## src/logic/core_defs.svh

```systemverilog
`ifndef CORE_DEFS_SVH
`define CORE_DEFS_SVH

// Datapath and register index widths
`define DATA_WIDTH      32
`define REG_ADDR_WIDTH  5

// Word address into a 64-word instruction memory
`define IMEM_ADDR_WIDTH 6

// Ring packet header fields
`define NET_ADDR_WIDTH  12
`define RING_ID_WIDTH   4

// The only two opcodes the ALU executes
`define OPCODE_OP       7'b0110011
`define OPCODE_OP_IMM   7'b0010011

// ALU function codes, SUB shares ADD and is told apart by funct7 bit 5
`define FUNCT3_ADD      3'b000
`define FUNCT3_SLL      3'b001
`define FUNCT3_SLT      3'b010
`define FUNCT3_XOR      3'b100
`define FUNCT3_OR       3'b110
`define FUNCT3_AND      3'b111
`define FUNCT3_SRL      3'b101

`endif

```

## src/logic/core_pkg.sv

```systemverilog
`include "core_defs.svh"

package core_pkg;

    // Register and instruction words
    typedef logic [`DATA_WIDTH-1:0] data_t;
    typedef logic [`DATA_WIDTH-1:0] instr_t;

    // Register index
    typedef logic [`REG_ADDR_WIDTH-1:0] reg_addr_t;

    // Byte address of the fetched instruction
    typedef logic [`DATA_WIDTH-1:0] pc_t;

    // Packet address field, word address for imem and PC writes
    typedef logic [`NET_ADDR_WIDTH-1:0] net_addr_t;

    // Tile identifier on the ring
    typedef logic [`RING_ID_WIDTH-1:0] ring_id_t;

    // Network command carried by a packet
    typedef enum logic [1:0]
    {
        NET_PC    = 2'd0,
        NET_INSTR = 2'd1,
        NET_REG   = 2'd2
    } net_op_e;

    // Core run state
    typedef enum logic
    {
        IDLE = 1'b0,
        RUN  = 1'b1
    } run_state_e;

endpackage

```

## src/logic/net_cmd_decode.sv

```systemverilog
`timescale 1ns/1ns

module net_cmd_decode
#(
    parameter core_pkg::ring_id_t ring_id_p = '0
)
(
    input  logic                clk,
    input  logic                reset,
    input  logic                net_valid_i,
    input  logic                net_external_i,
    input  logic                net_bc_i,
    input  core_pkg::ring_id_t  net_ring_id_i,
    input  core_pkg::net_op_e   net_op_i,
    input  core_pkg::net_addr_t net_addr_i,
    input  core_pkg::data_t     net_data_i,
    output logic                imem_wr_o,
    output logic                reg_wr_o,
    output logic                pc_wr_o,
    output core_pkg::net_addr_t cmd_addr_o,
    output core_pkg::data_t     cmd_data_o
);

    import core_pkg::*;

    logic      valid_r;
    logic      external_r;
    logic      bc_r;
    ring_id_t  ring_id_r;
    net_op_e   op_r;
    net_addr_t addr_r;
    data_t     data_r;
    logic      id_match;
    logic      exec_pkt;

    // Packet qualifier
    always_ff @(posedge clk)
    begin
        if (reset)
            valid_r <= 1'b0;
        else
            valid_r <= net_valid_i;
    end

    // Header and payload, one cycle behind the ring
    always_ff @(posedge clk)
    begin
        external_r <= net_external_i;
        bc_r       <= net_bc_i;
        ring_id_r  <= net_ring_id_i;
        op_r       <= net_op_i;
        addr_r     <= net_addr_i;
        data_r     <= net_data_i;
    end

    assign id_match = (ring_id_r == ring_id_p);

    // Own ID and not broadcast, or foreign ID and broadcast
    // A broadcast with our own ID came from this tile and is dropped
    assign exec_pkt = valid_r & ~external_r & (id_match ^ bc_r);

    // One pulse per executed packet
    assign pc_wr_o   = exec_pkt & (op_r == NET_PC);
    assign imem_wr_o = exec_pkt & (op_r == NET_INSTR);
    assign reg_wr_o  = exec_pkt & (op_r == NET_REG);

    assign cmd_addr_o = addr_r;
    assign cmd_data_o = data_r;

endmodule

```

## src/logic/fetch_unit.sv

```systemverilog
`timescale 1ns/1ns
`include "core_defs.svh"

module fetch_unit
(
    input  logic                clk,
    input  logic                reset,
    input  logic                imem_wr_i,
    input  logic                pc_wr_i,
    input  core_pkg::net_addr_t cmd_addr_i,
    input  core_pkg::data_t     cmd_data_i,
    input  logic                reg_wr_i,
    output core_pkg::instr_t    instr_o,
    output core_pkg::pc_t       pc_plus4_o,
    output logic                stall_o,
    output logic                start_o,
    output logic                running_o
);

    import core_pkg::*;

    run_state_e                  state_r;
    pc_t                         pc_r;
    pc_t                         pc_n;
    logic                        pc_wen;
    logic                        pc_wen_r;
    logic [`IMEM_ADDR_WIDTH-1:0] imem_addr;
    instr_t                      imem [2**`IMEM_ADDR_WIDTH];
    instr_t                      imem_out;
    instr_t                      instr_r;

    // PC write only counts while idle
    assign start_o   = pc_wr_i & (state_r == IDLE);
    assign running_o = (state_r == RUN);

    // Whole pipeline freezes while idle or during a network write
    assign stall_o = (state_r == IDLE) | imem_wr_i | reg_wr_i;

    assign pc_plus4_o = pc_r + pc_t'(4);
    assign pc_wen     = start_o | ~stall_o;

    // Start address arrives as a word index
    always_comb
    begin
        if (start_o)
            pc_n = pc_t'({cmd_addr_i[`IMEM_ADDR_WIDTH-1:0], 2'b00});
        else
            pc_n = pc_plus4_o;
    end

    // Network write owns the single port for its cycle
    assign imem_addr = imem_wr_i ? cmd_addr_i[`IMEM_ADDR_WIDTH-1:0]
                                 : pc_n[2 +: `IMEM_ADDR_WIDTH];

    // Synchronous single-port instruction memory, read with next PC
    // Output moves on every cycle without a write
    always_ff @(posedge clk)
    begin
        if (imem_wr_i)
            imem[imem_addr] <= cmd_data_i;
        else
            imem_out <= imem[imem_addr];
    end

    // Memory output is stale after a stall, so replay the held word
    assign instr_o = pc_wen_r ? imem_out : instr_r;

    always_ff @(posedge clk)
    begin
        if (reset)
        begin
            state_r  <= IDLE;
            pc_r     <= '0;
            pc_wen_r <= 1'b0;
            instr_r  <= '0;
        end
        else
        begin
            // No halt, so RUN holds until reset
            if (start_o)
                state_r <= RUN;
            if (pc_wen)
                pc_r <= pc_n;
            pc_wen_r <= pc_wen;
            instr_r  <= instr_o;
        end
    end

endmodule

```

## src/logic/reg_file.sv

```systemverilog
`timescale 1ns/1ns
`include "core_defs.svh"

module reg_file
(
    input  logic                       clk,
    input  logic [`REG_ADDR_WIDTH-1:0] rs1_addr_i,
    input  logic [`REG_ADDR_WIDTH-1:0] rs2_addr_i,
    input  logic                       wr_en_i,
    input  logic [`REG_ADDR_WIDTH-1:0] wr_addr_i,
    input  logic [`DATA_WIDTH-1:0]     wr_data_i,
    output logic [`DATA_WIDTH-1:0]     rs1_data_o,
    output logic [`DATA_WIDTH-1:0]     rs2_data_o
);

    logic [`DATA_WIDTH-1:0] regs [2**`REG_ADDR_WIDTH];

    // One write port, shared by network and write-back
    // x0 may be written, the read side hides it
    always_ff @(posedge clk)
    begin
        if (wr_en_i)
            regs[wr_addr_i] <= wr_data_i;
    end

    // Combinational reads with x0 tied to zero
    assign rs1_data_o = (rs1_addr_i == '0) ? '0 : regs[rs1_addr_i];
    assign rs2_data_o = (rs2_addr_i == '0) ? '0 : regs[rs2_addr_i];

endmodule

```

## src/logic/exec_alu.sv

```systemverilog
`timescale 1ns/1ns
`include "core_defs.svh"

module exec_alu
(
    input  core_pkg::instr_t instr_i,
    input  core_pkg::data_t  rs1_i,
    input  core_pkg::data_t  rs2_i,
    output core_pkg::data_t  result_o,
    output logic             writes_rf_o
);

    import core_pkg::*;

    logic [6:0] opcode;
    logic [2:0] funct3;
    logic       is_op;
    logic       is_op_imm;
    logic       is_sub;
    logic       funct_ok;
    data_t      imm;
    data_t      op_b;

    assign opcode    = instr_i[6:0];
    assign funct3    = instr_i[14:12];
    assign is_op     = (opcode == `OPCODE_OP);
    assign is_op_imm = (opcode == `OPCODE_OP_IMM);

    // funct7 bit 5 picks SUB, register form only
    assign is_sub = is_op & instr_i[30];

    // I-type immediate, sign extended
    assign imm  = {{(`DATA_WIDTH-12){instr_i[31]}}, instr_i[31:20]};
    assign op_b = is_op ? rs2_i : imm;

    always_comb
    begin
        funct_ok = 1'b1;
        case (funct3)
            `FUNCT3_ADD: result_o = is_sub ? (rs1_i - op_b) : (rs1_i + op_b);
            `FUNCT3_SLL: result_o = rs1_i << op_b[4:0];
            `FUNCT3_SLT: result_o = data_t'($signed(rs1_i) < $signed(op_b));
            `FUNCT3_XOR: result_o = rs1_i ^ op_b;
            `FUNCT3_SRL: result_o = rs1_i >> op_b[4:0];
            `FUNCT3_OR:  result_o = rs1_i | op_b;
            `FUNCT3_AND: result_o = rs1_i & op_b;
            default:
            begin
                // SLTU is not supported
                result_o = '0;
                funct_ok = 1'b0;
            end
        endcase
    end

    // Anything else travels as a bubble
    assign writes_rf_o = (is_op | is_op_imm) & funct_ok;

endmodule

```

## src/logic/vanilla_core.sv

```systemverilog
`timescale 1ns/1ns

module vanilla_core
#(
    parameter core_pkg::ring_id_t ring_id_p = '0
)
(
    input  logic                 clk,
    input  logic                 reset,
    input  logic                 net_valid_i,
    input  logic                 net_external_i,
    input  logic                 net_bc_i,
    input  core_pkg::ring_id_t   net_ring_id_i,
    input  core_pkg::net_op_e    net_op_i,
    input  core_pkg::net_addr_t  net_addr_i,
    input  core_pkg::data_t      net_data_i,
    output logic                 retire_valid_o,
    output core_pkg::reg_addr_t  retire_rd_o,
    output core_pkg::data_t      retire_data_o,
    output logic                 running_o
);

    import core_pkg::*;

    logic      net_imem_wr;
    logic      net_reg_wr;
    logic      net_pc_wr;
    net_addr_t cmd_addr;
    data_t     cmd_data;
    instr_t    if_instr;
    logic      stall;
    logic      start;
    instr_t    id_instr_r;
    data_t     rf_rs1;
    data_t     rf_rs2;
    data_t     rs1_to_exe;
    data_t     rs2_to_exe;
    instr_t    exe_instr_r;
    data_t     exe_rs1_r;
    data_t     exe_rs2_r;
    data_t     alu_rs1;
    data_t     alu_rs2;
    data_t     alu_result;
    logic      alu_writes_rf;
    logic      mem_writes_r;
    reg_addr_t mem_rd_r;
    data_t     mem_data_r;
    logic      wb_writes_r;
    reg_addr_t wb_rd_r;
    data_t     wb_data_r;
    logic      rf_wen;

    // Source matches a pending write, x0 never matches
    function automatic logic src_hit(input reg_addr_t rs, input logic wr, input reg_addr_t rd);
        src_hit = wr & (rs != '0) & (rs == rd);
    endfunction

    net_cmd_decode #(.ring_id_p(ring_id_p)) i_net_cmd_decode
    (
        .clk            (clk),
        .reset          (reset),
        .net_valid_i    (net_valid_i),
        .net_external_i (net_external_i),
        .net_bc_i       (net_bc_i),
        .net_ring_id_i  (net_ring_id_i),
        .net_op_i       (net_op_i),
        .net_addr_i     (net_addr_i),
        .net_data_i     (net_data_i),
        .imem_wr_o      (net_imem_wr),
        .reg_wr_o       (net_reg_wr),
        .pc_wr_o        (net_pc_wr),
        .cmd_addr_o     (cmd_addr),
        .cmd_data_o     (cmd_data)
    );

    // Link address has no consumer without jumps
    fetch_unit i_fetch_unit
    (
        .clk        (clk),
        .reset      (reset),
        .imem_wr_i  (net_imem_wr),
        .pc_wr_i    (net_pc_wr),
        .cmd_addr_i (cmd_addr),
        .cmd_data_i (cmd_data),
        .reg_wr_i   (net_reg_wr),
        .instr_o    (if_instr),
        .pc_plus4_o (),
        .stall_o    (stall),
        .start_o    (start),
        .running_o  (running_o)
    );

    // IF to ID, a cleared word decodes as a bubble
    always_ff @(posedge clk)
    begin
        if (reset | start)
            id_instr_r <= '0;
        else if (~stall)
            id_instr_r <= if_instr;
    end

    // Network command wins the write port, and it stalls WB anyway
    assign rf_wen = net_reg_wr | (wb_writes_r & ~stall);

    reg_file i_reg_file
    (
        .clk        (clk),
        .rs1_addr_i (id_instr_r[19:15]),
        .rs2_addr_i (id_instr_r[24:20]),
        .wr_en_i    (rf_wen),
        .wr_addr_i  (net_reg_wr ? reg_addr_t'(cmd_addr) : wb_rd_r),
        .wr_data_i  (net_reg_wr ? cmd_data : wb_data_r),
        .rs1_data_o (rf_rs1),
        .rs2_data_o (rf_rs2)
    );

    // WB bypass into ID covers the write landing this same edge
    assign rs1_to_exe = src_hit(id_instr_r[19:15], wb_writes_r, wb_rd_r) ? wb_data_r : rf_rs1;
    assign rs2_to_exe = src_hit(id_instr_r[24:20], wb_writes_r, wb_rd_r) ? wb_data_r : rf_rs2;

    // ID to EXE
    always_ff @(posedge clk)
    begin
        if (reset | start)
            exe_instr_r <= '0;
        else if (~stall)
        begin
            exe_instr_r <= id_instr_r;
            exe_rs1_r   <= rs1_to_exe;
            exe_rs2_r   <= rs2_to_exe;
        end
    end

    // EXE forwarding, MEM is younger so it goes first
    always_comb
    begin
        if (src_hit(exe_instr_r[19:15], mem_writes_r, mem_rd_r))
            alu_rs1 = mem_data_r;
        else if (src_hit(exe_instr_r[19:15], wb_writes_r, wb_rd_r))
            alu_rs1 = wb_data_r;
        else
            alu_rs1 = exe_rs1_r;
        if (src_hit(exe_instr_r[24:20], mem_writes_r, mem_rd_r))
            alu_rs2 = mem_data_r;
        else if (src_hit(exe_instr_r[24:20], wb_writes_r, wb_rd_r))
            alu_rs2 = wb_data_r;
        else
            alu_rs2 = exe_rs2_r;
    end

    exec_alu i_exec_alu
    (
        .instr_i     (exe_instr_r),
        .rs1_i       (alu_rs1),
        .rs2_i       (alu_rs2),
        .result_o    (alu_result),
        .writes_rf_o (alu_writes_rf)
    );

    // EXE to MEM and MEM to WB, no memory access in between
    always_ff @(posedge clk)
    begin
        if (reset | start)
        begin
            mem_writes_r <= 1'b0;
            wb_writes_r  <= 1'b0;
        end
        else if (~stall)
        begin
            mem_writes_r <= alu_writes_rf;
            mem_rd_r     <= exe_instr_r[11:7];
            mem_data_r   <= alu_result;
            wb_writes_r  <= mem_writes_r;
            wb_rd_r      <= mem_rd_r;
            wb_data_r    <= mem_data_r;
        end
    end

    // Shows the WB write that commits on the coming edge
    assign retire_valid_o = wb_writes_r & ~stall;
    assign retire_rd_o    = wb_rd_r;
    assign retire_data_o  = wb_data_r;

endmodule

```

## config.mk

```make
export PLATFORM = sky130hd
export DESIGN_NAME = vanilla_core
export DESIGN_NICKNAME = d
export VERILOG_FILES = /design/src/logic/core_pkg.sv /design/src/logic/net_cmd_decode.sv /design/src/logic/fetch_unit.sv /design/src/logic/reg_file.sv /design/src/logic/exec_alu.sv /design/src/logic/vanilla_core.sv
export VERILOG_INCLUDE_DIRS = /design/src /design/src/logic
export SDC_FILE = /design/constraint.sdc
export NUM_CORES = 2
export LEC_CHECK = 0
export BUFFER_PORTS_ARGS = -buffer_cell sky130_fd_sc_hd__buf_2
export CORE_MARGIN = 3
export CORE_UTILIZATION = 40
export CTS_CLUSTER_SIZE = 28
export DETAILED_ROUTE_END_ITERATION = 12
export PLACE_DENSITY = 0.51
export SLEW_MARGIN = 20
export SYNTH_ARGS = -nofsm -noshare
export SYNTH_HDL_FRONTEND = slang
export SYNTH_HIERARCHICAL = 1
export SYNTH_SLANG_ARGS = --single-unit
```

## constraint.sdc

```tcl
create_clock -name clk -period 14.5 [get_ports clk]
set_input_delay 2.9 -clock clk [delete_from_list [all_inputs] [get_ports clk]]
set_output_delay 2.9 -clock clk [all_outputs]
set_load 0.03 [all_outputs]
```

==> reports/metrics.yaml <==
status: "completed"
drt_first_pass_iters: 6
nets: 10900
core_sq_um: 383000
cts.sinks: 3395
numPortBuffers: 87
seq_power_share_pct: 51.9
gp_congestion: 0.899
fin_area_sq_um: 173000
intPower_mw: 16.3
fill_cells: 33400
grt_pass1_wl_um: 794000
postCtsSetupBuffers: 0
min_path_cells: 0
grt_pass1_vias: 101000
layout_common_cells: "edfxtp_1 (3242), nand2_1 (1008), mux2i_1 (488)"
maxCapViolCount: 0
drcViolationCount: 0
powerDensity_nw_per_um2: 120
top_layer_used: "met5"
final_max_slew_viol_count: 0
vias: 103000
fin_crit_sh_pct: 54.0
initial_core_util_pct: 40.2
numCtsBuffers: 374
start_kind: "flop"
path_buf_inv: 5
clock.fmax_ghz: 0.128
regArea_sq_um: 101000
cpMaxStageDelayCell: "a2111oi_0"
worstHoldPathType: "reg2reg"
crit_start: "exe_instr_r[21]"
met3_length_um: 47400
cts_tree: "done"
synthCells: 10800
p_clk_share_pct: 45.1
vdd_drop_max_uv: 111
place_area_sq_um: 161000
pwr-share-comb_pct: 3.0
wl_per_cell_um: 35.6
cts_resized: 0
cts_root_buffer: "clkbuf_16"
crit_top_cell: "buf_4"
slew_headroom_pct: 12.0
reg2reg_slack_ns: 6.67
finalHoldViolations: 0
ys.warnings.count: 6
ctsHoldBuffers: 0
timing.rr.start: "exe_instr_r[21]"
p_sw_share_pct: 21.7
critPathKind: "reg2reg"
avgSynthCellArea_sq_um: 14.3
area_growth_pct: 12.4
fin_hold_ws_ns: 0.438
die_x_um: 626
layout_min_cycle_time_ns: 7.83
crit_chain: "or4_4 -> o211ai_2 -> buf_4 -> or2_1 -> buf_4 -> a31oi_1 -> mux2i_4 -> buf_4 -> clkinv_1 -> buf_4 -> ha_1 -> o211ai_1 -> o211ai_1 -> nand3b_1 -> a2111oi_0 -> o311ai_0 -> a31oi_1 -> a22oi_1 -> a21oi_1 -> xnor2_1 -> a221o_1"
cp-endpoint: "mem_data_r[27]"
leakagePower_nw: 56.1
drive_above_1_share_pct: 16.7
crit_path_max_incr_delay_ns: 0.98
worst-path-max-fanout: 55
skew_ns: 0.131
rsz0062_at_grt: "no"
insertion_delay_ns: 0.98
tightestPinTransition_ns: 1.31
layout_commonest_cell: "edfxtp_1"
r2r-end: "mem_data_r[27]"
p_total_mw: 20.8
wl_um: 572000
reg2reg_depth: 21
vias_per_cell: 6.43
rows: 227
grt_overflow: 0
drt_iter0_drc: 12100
io_pins: 94
setup-tns-final_ns: 0
syn_area_sq_um: 154000
critical-path-top-delay-family: "compound AO/OA/AOI/OAI gates"
arrival_ns: 8.44
critPathCaptureType: "flop"
multi_input_area_sq_um: 49900
grt_max_degree: 156
htreeDepth: 5
cp_num_cells: 21
met1_length_um: 226000
syn_nets: 10900
fp.dieH_um: 626
detailed_place_hpwl_um: 333000
final_antenna_net_count: 0
met2WireLength_um: 263000
grt_usage_pct: 28.5
setup_viol: 0
critPathRequiredTime_ns: 15.11
dieArea_sq_um: 392000
clockBufferDepth: 4
antenna_found_initial: 36
clkSlewWorstSetupHoldPaths_ns: 0.06
p_sw_mw: 4.50
power groups by stage:
stage / Sequential [mW] / Clock (mW) / Combinational (mW)
2_1_floorplan: 11.0 / 0 / 0.314
3_3_place_gp: 11.0 / 0 / 0.606
3_5_place_dp: 11.0 / 0 / 0.617
4_1_cts: 10.8 / 9.51 / 0.618
5_1_grt: 10.8 / 9.91 / 0.657
6_report: 10.8 / 9.36 / 0.626
metal layers:
layer	global-route usage (%)	vias up
met5	0	-
met2	45.1	5333
met3	4.84	1152
met4	15.0	12
li1	-	42800
met1	37.7	54100
sequential cells by signal (all words and copies together), names as in the netlist, 2 cells and up:
signal                       count
i_fetch_unit/imem             2048
i_reg_file/regs               1024
exe_instr_r                     32
exe_rs1_r                       32
exe_rs2_r                       32
i_fetch_unit/imem_out           32
i_fetch_unit/instr_r            32
i_net_cmd_decode/cmd_data_o     32
id_instr_r                      32
mem_data_r                      32
retire_data_o                   32
i_fetch_unit/pc_r                6
i_net_cmd_decode/cmd_addr_o      6
mem_rd_r                         5
retire_rd_o                      5
i_net_cmd_decode/ring_id_r       4
i_net_cmd_decode/op_r            2
stage by stage:
step | utilization, % | cells | setup WS, ns
after floorplan | - | 10800 | 4.43
after global placement | 42.0 | 15400 | 6.98
after detailed placement | 42.0 | 15400 | 6.93
after CTS | 45.2 | 16100 | 6.72
after global routing | 45.2 | 16100 | 6.41
final | 45.2 | 16100 | 6.67
layout make-up:
class	instances	area share [%]
clock inverters	237	1.23
diodes	21	0.0304
repair buffers	473	2.07
well taps	5038	3.65
multi-input cells	6315	28.9
inverters	153	0.342
flip-flops and latches	3395	58.1
clock buffers	449	5.69
worst min-delay path by stage:
stage                          startpoint          end  slack (ns)
final                     exe_instr_r[10]  mem_rd_r[3]        0.44
after global routing      exe_instr_r[10]  mem_rd_r[3]        0.44
after CTS                  exe_instr_r[9]  mem_rd_r[2]        0.44
after detailed placement   exe_instr_r[9]  mem_rd_r[2]        0.42
after global placement     exe_instr_r[9]  mem_rd_r[2]        0.42
after floorplan            exe_instr_r[7]  mem_rd_r[0]        0.41
Power figures use the tool's default switching activity.
